$ cat src/include/wfd_settings.svh
// WFD master readout settings

`ifndef WFD_SETTINGS_SVH
`define WFD_SETTINGS_SVH

// trigger fan-out and channel links
`define WFD_NUM_TRIG 5          // channel FPGAs receiving acq triggers
`define WFD_NUM_CHAN 2          // serial links with a readout path

// datapath widths
`define WFD_FILL_WIDTH 24       // fill number
`define WFD_CHAN_WIDTH 32       // one word on a channel stream
`define WFD_DAQ_WIDTH 64        // one AMC13 DAQ word

`define WFD_FIFO_DEPTH 4        // pending fill numbers

// top byte of the DAQ framing words
`define WFD_DAQ_HEADER_TAG 8'hA5
`define WFD_DAQ_TRAILER_TAG 8'h5A

`endif
$ cat src/verilog/wfd_pkg.sv
// WFD readout types

`default_nettype none

`include "wfd_settings.svh"

package wfd_pkg;

    typedef logic [`WFD_FILL_WIDTH-1:0] fill_num_t;     // incrementing fill number
    typedef logic [`WFD_CHAN_WIDTH-1:0] chan_word_t;    // channel stream payload
    typedef logic [$clog2(`WFD_NUM_CHAN)-1:0] chan_id_t;
    typedef logic [`WFD_NUM_TRIG-1:0] trig_mask_t;      // one bit per channel FPGA
    typedef logic [`WFD_DAQ_WIDTH-1:0] daq_word_t;

    // one beat of a channel stream
    // dest names the target on tx and the source on rx
    typedef struct packed {
        chan_word_t data;
        logic       last;   // final beat of a packet
        chan_id_t   dest;
    } chan_beat_t;

    // trigger manager
    typedef enum logic [1:0] {
        tm_idle,
        tm_wait_done,       // collecting channel done flags
        tm_store            // offering the fill number to the FIFO
    } tm_state_t;

    // readout sequencer
    typedef enum logic [2:0] {
        seq_idle,
        seq_request,        // one-word request to the current channel
        seq_collect,        // draining that channel's response packet
        seq_trailer,
        seq_header
    } seq_state_t;

endpackage

`default_nettype wire

$ cat src/verilog/wfd_top.sv
// WFD master FPGA readout top

`timescale 1ns/1ps
`default_nettype none

`include "wfd_settings.svh"

module wfd_top (
    input  wire logic                     clk125,
    input  wire logic                     arst_n,
    input  wire logic                     trigger,
    output wfd_pkg::trig_mask_t           acq_trigs,    // go to channel FPGAs
    input  wire wfd_pkg::trig_mask_t      chan_done,
    // request streams to the channel links
    output logic [`WFD_NUM_CHAN-1:0]      tx_valid,
    output wfd_pkg::chan_beat_t           tx_beat [`WFD_NUM_CHAN],
    input  wire logic [`WFD_NUM_CHAN-1:0] tx_ready,
    // response streams from the channel links
    input  wire logic [`WFD_NUM_CHAN-1:0] rx_valid,
    input  wire wfd_pkg::chan_beat_t      rx_beat [`WFD_NUM_CHAN],
    output logic [`WFD_NUM_CHAN-1:0]      rx_ready,
    // AMC13 DAQ link
    output logic                          daq_valid,
    output logic                          daq_header,
    output logic                          daq_trailer,
    output wfd_pkg::daq_word_t            daq_data,
    input  wire logic                     daq_ready
);
    import wfd_pkg::*;

    logic       fill_valid, fill_ready;     // tm to fill FIFO
    fill_num_t  fill_num;
    logic       fifo_valid, fifo_pop;       // fill FIFO to cm
    fill_num_t  fifo_num;
    logic       req_valid, req_ready;       // cm to tx switch
    chan_beat_t req_beat;
    logic       resp_valid, resp_ready;     // rx switch to cm
    chan_beat_t resp_beat;
    logic       cm_busy;

    wfd_trigger_manager tm (
        .clk125(clk125), .arst_n(arst_n),
        .trigger(trigger), .busy(cm_busy), .chan_done(chan_done),
        .fill_ready(fill_ready), .acq_trigs(acq_trigs),
        .fill_valid(fill_valid), .fill_num(fill_num)
    );

    wfd_fill_fifo fill_num_fifo (
        .clk125(clk125), .arst_n(arst_n),
        .wr_valid(fill_valid), .wr_num(fill_num), .rd_pop(fifo_pop),
        .wr_ready(fill_ready), .rd_valid(fifo_valid), .rd_num(fifo_num)
    );

    wfd_rx_arbiter rx_switch (
        .clk125(clk125), .arst_n(arst_n),
        .rx_valid(rx_valid), .rx_beat(rx_beat), .out_ready(resp_ready),
        .rx_ready(rx_ready), .out_valid(resp_valid), .out_beat(resp_beat)
    );

    wfd_tx_router tx_switch (
        .req_valid(req_valid), .req_beat(req_beat), .tx_ready(tx_ready),
        .req_ready(req_ready), .tx_valid(tx_valid), .tx_beat(tx_beat)
    );

    // readout side of the command manager
    wfd_readout_sequencer cm (
        .clk125(clk125), .arst_n(arst_n),
        .fifo_valid(fifo_valid), .fifo_num(fifo_num), .fifo_pop(fifo_pop),
        .req_ready(req_ready), .req_valid(req_valid), .req_beat(req_beat),
        .resp_valid(resp_valid), .resp_beat(resp_beat), .resp_ready(resp_ready),
        .daq_ready(daq_ready), .daq_valid(daq_valid), .daq_header(daq_header),
        .daq_trailer(daq_trailer), .daq_data(daq_data), .busy(cm_busy)
    );

endmodule

`default_nettype wire

$ cat src/verilog/wfd_readout_sequencer.sv
// Readout sequencer

`timescale 1ns/1ps
`default_nettype none

`include "wfd_settings.svh"

module wfd_readout_sequencer (
    input  wire logic                clk125,
    input  wire logic                arst_n,
    input  wire logic                fifo_valid,
    input  wire wfd_pkg::fill_num_t  fifo_num,
    input  wire logic                req_ready,
    input  wire logic                resp_valid,
    input  wire wfd_pkg::chan_beat_t resp_beat,
    input  wire logic                daq_ready,
    output logic                     fifo_pop,
    output logic                     req_valid,
    output wfd_pkg::chan_beat_t      req_beat,
    output logic                     resp_ready,
    output logic                     daq_valid,
    output logic                     daq_header,
    output logic                     daq_trailer,
    output wfd_pkg::daq_word_t       daq_data,
    output logic                     busy
);
    import wfd_pkg::*;

    seq_state_t  state;
    fill_num_t   fill;          // fill being read out
    chan_id_t    chan;          // channel currently requested
    logic [15:0] word_cnt;      // data words sent this fill
    logic        hdr_load;
    logic        dat_load;
    logic        trl_load;
    daq_word_t   hdr_word;
    daq_word_t   dat_word;
    daq_word_t   trl_word;

    assign busy       = (state != seq_idle);
    assign hdr_load   = (state == seq_idle) && fifo_valid;
    assign fifo_pop   = hdr_load;
    assign resp_ready = (state == seq_collect) && (!daq_valid || daq_ready);
    assign dat_load   = resp_valid && resp_ready;
    assign trl_load   = (state == seq_trailer) && !daq_trailer && (!daq_valid || daq_ready);

    // request carries just the fill number
    always_comb begin
        req_beat.data = chan_word_t'(fill);
        req_beat.last = 1'b1;
        req_beat.dest = chan;
    end

    always_comb begin
        hdr_word = '0;
        hdr_word[63:56] = `WFD_DAQ_HEADER_TAG;
        hdr_word[`WFD_FILL_WIDTH-1:0] = fifo_num;
        dat_word = daq_word_t'({resp_beat.dest, resp_beat.data});    // source id at bit 32
        trl_word = '0;
        trl_word[63:56] = `WFD_DAQ_TRAILER_TAG;
        trl_word[47:32] = word_cnt;
        trl_word[`WFD_FILL_WIDTH-1:0] = fill;
    end

    always_ff @(posedge clk125) begin
        if (hdr_load) fill <= fifo_num;
        if (hdr_load)      daq_data <= hdr_word;
        else if (dat_load) daq_data <= dat_word;
        else if (trl_load) daq_data <= trl_word;
    end

    always_ff @(posedge clk125 or negedge arst_n) begin
        if (!arst_n) begin
            state       <= seq_idle;
            chan        <= '0;
            word_cnt    <= '0;
            req_valid   <= 1'b0;
            daq_valid   <= 1'b0;
            daq_header  <= 1'b0;
            daq_trailer <= 1'b0;
        end else begin
            if (daq_valid && daq_ready) begin   // current DAQ word taken
                daq_valid   <= 1'b0;
                daq_header  <= 1'b0;
                daq_trailer <= 1'b0;
            end
            case (state)
                seq_idle: if (hdr_load) begin
                    chan       <= '0;
                    word_cnt   <= '0;
                    daq_valid  <= 1'b1;
                    daq_header <= 1'b1;
                    state      <= seq_header;
                end
                seq_header: if (daq_ready) begin
                    req_valid <= 1'b1;
                    state     <= seq_request;
                end
                seq_request: if (req_ready) begin
                    req_valid <= 1'b0;
                    state     <= seq_collect;
                end
                seq_collect: if (dat_load) begin
                    daq_valid <= 1'b1;
                    word_cnt  <= word_cnt + 1'b1;
                    if (resp_beat.last) begin
                        if (chan == chan_id_t'(`WFD_NUM_CHAN - 1)) begin
                            state <= seq_trailer;
                        end else begin
                            chan      <= chan + 1'b1;   // on to the next link
                            req_valid <= 1'b1;
                            state     <= seq_request;
                        end
                    end
                end
                seq_trailer: begin
                    if (trl_load) begin
                        daq_valid   <= 1'b1;
                        daq_trailer <= 1'b1;
                    end else if (daq_trailer && daq_ready) begin
                        state <= seq_idle;  // fill complete
                    end
                end
                default: state <= seq_idle;
            endcase
        end
    end

    a_daq_hold: assert property (@(posedge clk125) disable iff (!arst_n)
        daq_valid && !daq_ready |=> $stable(daq_data));

endmodule

`default_nettype wire

$ cat src/verilog/wfd_tx_router.sv
// Channel transmit router

`timescale 1ns/1ps
`default_nettype none

`include "wfd_settings.svh"

module wfd_tx_router (
    input  wire logic                  req_valid,
    input  wire wfd_pkg::chan_beat_t   req_beat,
    input  wire logic [`WFD_NUM_CHAN-1:0] tx_ready,
    output logic                       req_ready,
    output logic [`WFD_NUM_CHAN-1:0]   tx_valid,
    output wfd_pkg::chan_beat_t        tx_beat [`WFD_NUM_CHAN]
);
    import wfd_pkg::*;

    // every link sees the beat, only the addressed one sees valid
    for (genvar c = 0; c < `WFD_NUM_CHAN; c++) begin : g_chan
        assign tx_valid[c] = req_valid && (req_beat.dest == chan_id_t'(c));
        assign tx_beat[c]  = req_beat;
    end

    assign req_ready = tx_ready[req_beat.dest];  // back-pressure from target link only

endmodule

`default_nettype wire

$ cat src/verilog/wfd_rx_arbiter.sv
// Channel receive arbiter

`timescale 1ns/1ps
`default_nettype none

`include "wfd_settings.svh"

module wfd_rx_arbiter (
    input  wire logic                  clk125,
    input  wire logic                  arst_n,
    input  wire logic [`WFD_NUM_CHAN-1:0] rx_valid,
    input  wire wfd_pkg::chan_beat_t   rx_beat [`WFD_NUM_CHAN],
    input  wire logic                  out_ready,
    output logic [`WFD_NUM_CHAN-1:0]   rx_ready,
    output logic                       out_valid,
    output wfd_pkg::chan_beat_t        out_beat   // dest holds the source channel
);
    import wfd_pkg::*;

    chan_id_t grant;
    chan_id_t last_grant;   // round-robin pointer
    chan_id_t pick;
    logic     locked;       // grant held until end of packet
    logic     pkt_end;

    // first requester after the last-granted channel
    always_comb begin
        pick = last_grant;
        for (int i = `WFD_NUM_CHAN; i >= 1; i--) begin
            if (rx_valid[(int'(last_grant) + i) % `WFD_NUM_CHAN])
                pick = chan_id_t'((int'(last_grant) + i) % `WFD_NUM_CHAN);
        end
    end

    // beats pass straight through while locked
    always_comb begin
        rx_ready        = '0;
        rx_ready[grant] = locked && out_ready;
        out_valid       = locked && rx_valid[grant];
        out_beat        = rx_beat[grant];
        out_beat.dest   = grant;    // tag with source
    end

    assign pkt_end = out_valid && out_ready && out_beat.last;

    always_ff @(posedge clk125 or negedge arst_n) begin
        if (!arst_n) begin
            locked     <= 1'b0;
            grant      <= '0;
            last_grant <= chan_id_t'(`WFD_NUM_CHAN - 1);    // channel 0 goes first
        end else if (!locked) begin
            if (|rx_valid) begin
                locked <= 1'b1;
                grant  <= pick;
            end
        end else if (pkt_end) begin
            locked     <= 1'b0;
            last_grant <= grant;
        end
    end

    // new grant lands on a requester, and skips the last one when both wait
    a_grant_pick: assert property (@(posedge clk125) disable iff (!arst_n)
        !locked && |rx_valid |=> rx_valid[grant] &&
            (grant != last_grant || !$past(&rx_valid)));

endmodule

`default_nettype wire

$ cat src/verilog/wfd_fill_fifo.sv
// Fill number FIFO

`timescale 1ns/1ps
`default_nettype none

`include "wfd_settings.svh"

module wfd_fill_fifo (
    input  wire logic               clk125,
    input  wire logic               arst_n,
    input  wire logic               wr_valid,
    input  wire wfd_pkg::fill_num_t wr_num,
    input  wire logic               rd_pop,
    output logic                    wr_ready,
    output logic                    rd_valid,
    output wfd_pkg::fill_num_t      rd_num
);
    import wfd_pkg::*;

    localparam int DEPTH = `WFD_FIFO_DEPTH;
    localparam int PTR_W = $clog2(DEPTH);
    localparam int CNT_W = $clog2(DEPTH + 1);

    fill_num_t        mem [DEPTH];
    logic [PTR_W-1:0] wr_ptr;
    logic [PTR_W-1:0] rd_ptr;
    logic [CNT_W-1:0] count;    // occupancy
    logic             push;
    logic             pop;

    assign wr_ready = (count != CNT_W'(DEPTH));    // low when full
    assign rd_valid = (count != '0);
    assign rd_num   = mem[rd_ptr];
    assign push     = wr_valid && wr_ready;
    assign pop      = rd_pop && rd_valid;

    always_ff @(posedge clk125) begin
        if (push) mem[wr_ptr] <= wr_num;
    end

    always_ff @(posedge clk125 or negedge arst_n) begin
        if (!arst_n) begin
            wr_ptr <= '0;
            rd_ptr <= '0;
            count  <= '0;
        end else begin
            if (push) wr_ptr <= (wr_ptr == PTR_W'(DEPTH - 1)) ? '0 : wr_ptr + 1'b1;
            if (pop)  rd_ptr <= (rd_ptr == PTR_W'(DEPTH - 1)) ? '0 : rd_ptr + 1'b1;
            if (push && !pop)      count <= count + 1'b1;
            else if (pop && !push) count <= count - 1'b1;
        end
    end

    // sequencer must only pop a fill it has seen
    a_no_empty_pop: assert property (@(posedge clk125) disable iff (!arst_n)
        rd_pop |-> rd_valid);

endmodule

`default_nettype wire

$ cat src/verilog/wfd_trigger_manager.sv
// Trigger manager

`timescale 1ns/1ps
`default_nettype none

`include "wfd_settings.svh"

module wfd_trigger_manager (
    input  wire logic               clk125,
    input  wire logic               arst_n,
    input  wire logic               trigger,    // level, sampled every clock
    input  wire logic               busy,       // readout in progress
    input  wire wfd_pkg::trig_mask_t chan_done, // one-cycle done pulses
    input  wire logic               fill_ready,
    output wfd_pkg::trig_mask_t     acq_trigs,
    output logic                    fill_valid,
    output wfd_pkg::fill_num_t      fill_num
);
    import wfd_pkg::*;

    tm_state_t  state;
    trig_mask_t done_mask;  // sticky per-channel done

    always_ff @(posedge clk125 or negedge arst_n) begin
        if (!arst_n) begin
            state      <= tm_idle;
            acq_trigs  <= '0;
            done_mask  <= '0;
            fill_valid <= 1'b0;
            fill_num   <= fill_num_t'(1);   // first fill is 1
        end else begin
            case (state)
                tm_idle: begin
                    // only accept when the readout side can take another fill
                    if (trigger && !busy && fill_ready) begin
                        acq_trigs <= '1;
                        done_mask <= '0;
                        state     <= tm_wait_done;
                    end
                end
                tm_wait_done: begin
                    acq_trigs <= '0;    // single-cycle fan-out
                    if (&done_mask) begin
                        fill_valid <= 1'b1;
                        state      <= tm_store;
                    end else begin
                        done_mask <= done_mask | chan_done;
                    end
                end
                tm_store: begin
                    if (fill_ready) begin   // FIFO took it
                        fill_valid <= 1'b0;
                        fill_num   <= fill_num + 1'b1;
                        state      <= tm_idle;
                    end
                end
                default: state <= tm_idle;
            endcase
        end
    end

    // channels see a single go pulse per accepted trigger
    a_trig_single: assert property (@(posedge clk125) disable iff (!arst_n)
        |acq_trigs |=> !(|acq_trigs));

endmodule

`default_nettype wire

$ cat config.mk
export PLATFORM = sky130hd
export DESIGN_NAME = wfd_top
export DESIGN_NICKNAME = d
export VERILOG_FILES = /design/src/verilog/wfd_pkg.sv /design/src/verilog/wfd_top.sv /design/src/verilog/wfd_readout_sequencer.sv /design/src/verilog/wfd_tx_router.sv /design/src/verilog/wfd_rx_arbiter.sv /design/src/verilog/wfd_fill_fifo.sv /design/src/verilog/wfd_trigger_manager.sv
export VERILOG_INCLUDE_DIRS = /design/src /design/src/include
export SDC_FILE = /design/constraint.sdc
export NUM_CORES = 1
export LEC_CHECK = 0
export BUFFER_PORTS_ARGS = -buffer_cell sky130_fd_sc_hd__buf_4
export CAP_MARGIN = 5
export CORE_ASPECT_RATIO = 1.2
export CORE_MARGIN = 8
export CORE_UTILIZATION = 49
export CTS_CLUSTER_SIZE = 25
export DETAILED_ROUTE_END_ITERATION = 8
export GPL_ROUTABILITY_DRIVEN = 1
export PLACE_DENSITY = 0.78
export SYNTH_ARGS = -nofsm -noshare
export SYNTH_HDL_FRONTEND = slang
export SYNTH_SLANG_ARGS = --single-unit
$ cat constraint.sdc
create_clock -name clk125 -period 2.26 [get_ports clk125]
set_clock_uncertainty 0.15 [all_clocks]
set_input_delay 0.113 -clock clk125 [delete_from_list [all_inputs] [get_ports clk125]]
set_output_delay 0.113 -clock clk125 [all_outputs]
set_load 0.01 [all_outputs]
# Yosys cells after proc, flatten, opt, wreduce, memory -nomap -nowiden

Memory sizes are Yosys's and may differ from the RTL's.
Cells that the tools add are included.

Register bits: 148
Memory bits (writable): 96
Input port bits: 81
Logic and storage cells: 191
Memories: 1

Memories:

| name              | depth | bits a word | read ports | clocked after memory_dff | write ports | line                | text |
|---|---|---|---|---|---|---|---|
| fill_num_fifo.mem | 4     | 24          | 1          | 0                        | 1           | wfd_fill_fifo.sv:24 | `fill_num_t mem [DEPTH];` |

$add $sub $neg: 9
Order comparisons: 6
Eq/ne operators: 21
Mux-type cells: 75
Bitwise gates (word level): 7
Reduce and logical (&&, ||, !) cells: 50

Operators by type and width:

| operator                                                              | count |
|---|---|
| 64-bit 2-to-1 mux                                                     | 2 |
| 34-bit 2-to-1 mux                                                     | 3 |
| 1-bit 2-to-1 mux                                                      | 39 |
| 16-bit 2-to-1 mux                                                     | 2 |
| 16-bit one-hot mux with 2 select lines                                | 1 |
| 3-bit 2-to-1 mux                                                      | 9 |
| 24-bit by 1-bit adder with 24-bit output, second input constant       | 1 |
| 24-bit 2-to-1 mux                                                     | 1 |
| 5-bit one-hot mux with 2 select lines                                 | 2 |
| 1-bit logical AND                                                     | 19 |
| 16-bit by 1-bit adder with 16-bit output, second input constant       | 1 |
| 5-bit 2-to-1 mux                                                      | 3 |
| 3-bit one-hot mux with 5 select lines                                 | 1 |
| 2-bit != test, second input constant                                  | 7 |
| 2-bit 2-to-1 mux                                                      | 6 |
| 3-bit AND reduction                                                   | 4 |
| 3-bit nonzero test                                                    | 4 |
| 2-bit by 1-bit != test with 1-bit output, second input constant       | 5 |
| 2-bit nonzero test                                                    | 5 |
| 2-bit AND reduction                                                   | 4 |
| 7-bit AND reduction                                                   | 1 |
| 2-bit equality test, second input constant                            | 3 |
| 3-bit by 2-bit equality test with 1-bit output, second input constant | 2 |
| 2-bit by 3-bit < comparator with 1-bit output, second input constant  | 2 |
| other kinds (28)                                                      | 41 |

# Depth between registers and ports, before layout

Depth in word-level cells: 7
Gate-level depth with buffers: 11
Depth with buffers taken out: 9

# By module

From an unflattened synthesis, not the netlist that was laid out.

Cells, all modules: 788
Area, all modules: 10,705.3 µm²

Modules (own cells, without submodules):

| module                | times used | cells each | area an instance (µm²) | sequential area each (µm²) |
|---|---|---|---|---|
| wfd_readout_sequencer | 1          | 371        | 4,196.5                | 2,562.5 |
| wfd_fill_fifo         | 1          | 163        | 3,948.8                | 3,057.9 |
| wfd_trigger_manager   | 1          | 130        | 1,443.9                | 827.0 |
| wfd_rx_arbiter        | 1          | 53         | 574.3                  | 76.3 |
| wfd_tx_router         | 1          | 71         | 541.8                  | 0.0 |

# Worst setup path before layout

OpenSTA, ideal clock, no wires.

Kind: register -> register
Start point: register fill_num_fifo.count[1]
End point: register fill_num_fifo.count[1]
Arrival time: 2.112 ns
Required time: 1.985 ns
Path slack: -0.127 ns
Cell stages (with the launch flop): 9
Path through: dfrtp_1 > or3b_2 > clkbuf_1 > nand2_1 > inv_1 > ha_1 > inv_1 > fa_1 > mux2_2

RTL lines:

| item                                | line                | text |
|---|---|---|
| start, declared                     | wfd_fill_fifo.sv:27 | `logic [CNT_W-1:0] count;` |
| start signal, assigned              | wfd_fill_fifo.sv:49 | `if (push && !pop) count <= count + 1'b1;` |
| start signal, assigned              | wfd_fill_fifo.sv:50 | `else if (pop && !push) count <= count - 1'b1;` |
| 3-bit != test (*)                   | wfd_fill_fifo.sv:31 | `assign wr_ready = (count != CNT_W'(DEPTH));` |
| 1-bit logical AND (*)               | wfd_fill_fifo.sv:34 | `assign push = wr_valid && wr_ready;` |
| named net fill_num_fifo.push        | wfd_fill_fifo.sv:28 | `logic push;` |
| 1-bit zero test                     | wfd_fill_fifo.sv:50 |  |
| 1-bit logical AND                   | wfd_fill_fifo.sv:50 |  |
| 2-bit nonzero test (no source line) | -                   |  |

The timed path passes the listed nets; every way through them passes the cells marked *. The select of a mux whose other input is x is not followed.
A chain may end at the register's enable or synchronous reset.

# Final worst setup path

Start point: register fill_num_fifo.count[0]
End point: register fill_num_fifo.count[1]

The elaborated chain is that of the path after synthesis.

==> run_results.csv <==
group,metric,value,unit
routing,ant_nets,0,
place,placed_area,0.0120,sq mm
routing,drtIter0Drc,422,
finish,diodes,0,
hold_path,hold_depth,5,
critical_path,path_depth,7,
run_status,status,"complete, no violations",
finish,instances_no_fill,1315,
yosys,ys_top_cells_by_area,"edfxtp_1, dfrtp_1, mux4_2",
critical_path,cp_max_fo,4,
sta,fin_ws,74.9,ps
yosys,yosysTopAreaCell,"edfxtp_1",
finish,fin_util,64.2,%
critical_path,crit_top_cell,"inv_1",
yosys,synth_edf_count,144,
critical_path,reg2reg_to,"fill_num_fifo.count[1]$_DFFE_PN0P_",
global_route,grtUsageTotal,19.4,%
clock_network,clk_path_buf_depth,3,
clock_network,cts_post_setup_buffers_inserted,0,
sta,worst_pin_slew,872,ps
critical_path,worst-r2r-setup-slack,70,ps
place,portBuffers,196,
run,drv_cap,0,
place,hpwl,16400,um
sta,fin_crit_sh,96.7,%
die,rows,58,
yosys,ys_warn_count,0,
die,start_util,49.8,%
yosys,ys_types,59,
critical_path,end_kind,"register",
critical_path,critPathKind,"register to register",
place,place_ws,59.9,ps
yosys,syn_inst,785,
yosys,synth-async-reset-ratio,28.3,%
hold_path,hold_path_class,"input port to register",
finish,final_common_cell,"buf_4",
sta,rsz0062_at_grt,"true",
critical_path,critical_path.top_delay_family,"adder cells",
die,ios,225,
sta,fin_hold_ws,19.7,ps
critical_path,critPathMaxStageDelay,440,ps
finish,final.fill_count,1485,
routing,vias_per_cell,5.51,
finish,seqCellArea,0.00653,sq mm
global_route,first_global_vias,7460,
finish,nets,1121,
yosys,synth-seq-cells,237,
place,dp.cells,1202,
power,max-vdd-ir-drop,0.000702,V
critical_path,start_kind,"register",
yosys,seq_area_frac_synth,62.7,%
critical_path,critPathArrivalTime,2410,ps
critical_path,reg2reg_depth,7,
global_route,antenna_found_initial,0,
global_route,grt_pass1_wl,41100,um
critical_path,worstReg2RegStart,"fill_num_fifo.count[0]$_DFFE_PN0P_",
sta,max_slew_margin,41.9,%
routing,via_count,7249,
routing,drt_pass1_iterations,5,
routing,wl_per_cell,19.7,um
routing,route.detailed.drc,0,
yosys,syn_area,0.0104,sq mm
routing,wl,26000,um
die,die_h,176,um
sta,finalSetupViolCount,0,
sta,period_needed,2190,ps
yosys,syn_avg_cell_area,13.3,sq um
critical_path,cp_num_buf_inv,2,
place,gp_congestion,0.813,
sta,timing.fmax,0.458,GHz
die,die-area,0.0262,sq mm
finish,final_cell_mix,"buf_4, edfxtp_1, nand2_1",
clock_network,cts_max_level,1,
global_route,grt-ovfl-total,0,
critical_path,worst-endpoint-required,2490,ps
power,p_leak,0.00548,uW
critical_path,path_cells,"or3b_4 > nand2_1 > inv_1 > ha_4 > inv_1 > fa_2 > mux2_2",
finish,finalInstanceArea,0.0134,sq mm
global_route,grt_max_degree,68,
power,power.density,1280,mW/mm^2
critical_path,startpoint,"fill_num_fifo.count[0]$_DFFE_PN0P_",
clock_network,clock-root-buffer,"clkbuf_16",
critical_path,worstSetupEndpoint,"fill_num_fifo.count[1]$_DFFE_PN0P_",
critical_path,slowest_stage,"dfrtp_2",
clock_network,clk_pin_slew,70,ps
clock_network,clock_latency,490,ps
yosys,synth_top_area_share,41.5,%
die,coreArea,0.0209,sq mm
clock_network,cts_tree,"yes",
clock_network,numCtsBuffers,21,
finish,drive_gt1_share,30.2,%
finish,multi_input_area,0.00328,sq mm
yosys,synthFlopType,"edfxtp_1",
sta,slew_violations,0,
clock_network,cts.sinks,237,
sta,hold_violations,0,
die,die_w,149,um
finish,synthToLayoutAreaGrowth,28.9,%
-- metrics by stage --
stage	setup TNS, ps	power, uW
floorplan	0	10900
global placement	0	13200
detailed placement	0	13300
CTS	0	17100
global route	-14.4	18000
finish	0	17100
-- area by class of cell --
class,instances,area share (%)
repair buffers,301,18.8
multi-input cells,456,24.5
well taps,270,2.52
flip-flops and latches,237,48.6
clock buffers,25,4.18
inverters,14,0.392
clock inverters,12,0.988
-- state kept, by name, indices dropped and copies added (netlist names), 2 cells and up --
signal                cells
fill_num_fifo.rd_ptr      2
tm.fill_num              24
cm.state                  3
fill_num_fifo.count       3
cm.word_cnt              16
tm.done_mask              5
cm.daq_data              50
fill_num_fifo.mem        96
tm.state                  2
cm.fill                  24
fill_num_fifo.wr_ptr      2
-- worst register-to-register path: stages, from the launching register on --
cell,delay (ps)
dfrtp_2,440
or3b_4,390
nand2_1,90
inv_1,80
ha_4,170
inv_1,70
fa_2,420
mux2_2,260
-- report_power, final --
part           internal (uW)  switching [uW]  total, uW
registers               6350             758       7110
logic                   3000            3420       6420
clock network           2110            1510       3620
-- worst min path at each step --
stage / startpoint / end / slack, ps
2_1_floorplan: arst_n / cm.chan$_DFFE_PN0P_ / -330
3_3_place_gp: arst_n / tm.done_mask[3]$_DFFE_PN0P_ / 130
3_5_place_dp: arst_n / tm.done_mask[3]$_DFFE_PN0P_ / 140
4_1_cts: tx_ready[1] / cm.state[1]$_DFFE_PN0P_ / 10
5_1_grt: tx_ready[1] / cm.state[1]$_DFFE_PN0P_ / 50
6_report: tx_ready[1] / cm.state[1]$_DFFE_PN0P_ / 20
-- Yosys cell counts (all sizes together) (11+ instances only) --
| cell type | instances |
|---|---|
| clkbuf | 11 |
| mux2i | 21 |
| nand3 | 27 |
| dfrtp | 65 |
| nand2 | 79 |
| nand4 | 12 |
| nor4 | 13 |
| nor2 | 45 |
| edfxtp | 144 |
| xor2 | 21 |
| a221o | 20 |
| inv | 14 |
| dfxtp | 26 |
| a21oi | 39 |
| mux2 | 17 |
| nor3 | 12 |
| buf | 91 |
| mux4 | 24 |
-- cells by family (layout without fill, tap and decap cells) --
| logic type | Yosys count | count (layout) | share of synthesized area [%] |
|---|---|---|---|
| adders and majority gates | 9 | 9 | 1.15 |
| and+or+nand+nor | 234 | 234 | 11.4 |
| buffers and inverters | 116 | 352 | 6.91 |
| AOI/OAI and AO/OA | 99 | 99 | 6.62 |
| other | 2 | 26 | 0.0721 |
| DFF | 237 | 237 | 62.7 |
| muxes | 62 | 62 | 9.05 |
| xor gates and xnor gates | 26 | 26 | 2.19 |
-- per-layer routing --
| metal | track usage (%) | vias to the layer above | share of wire [%] |
|---|---|---|---|
| met4 | 6.32 | 0 | 2.6 |
| li1 | - | 3324 | - |
| met3 | 3.30 | 47 | 7.4 |
| met5 | 0 | - | 0 |
| met1 | 23.6 | 3576 | 39 |
| met2 | 34.0 | 302 | 51 |
-- what timing repair did --
action,CTS,global route
hold endpoints to repair,112,0
hold buffers,76,0
resized for setup,0,4
setup endpoints to repair,0,11
(Power assumes the default switching activity.)
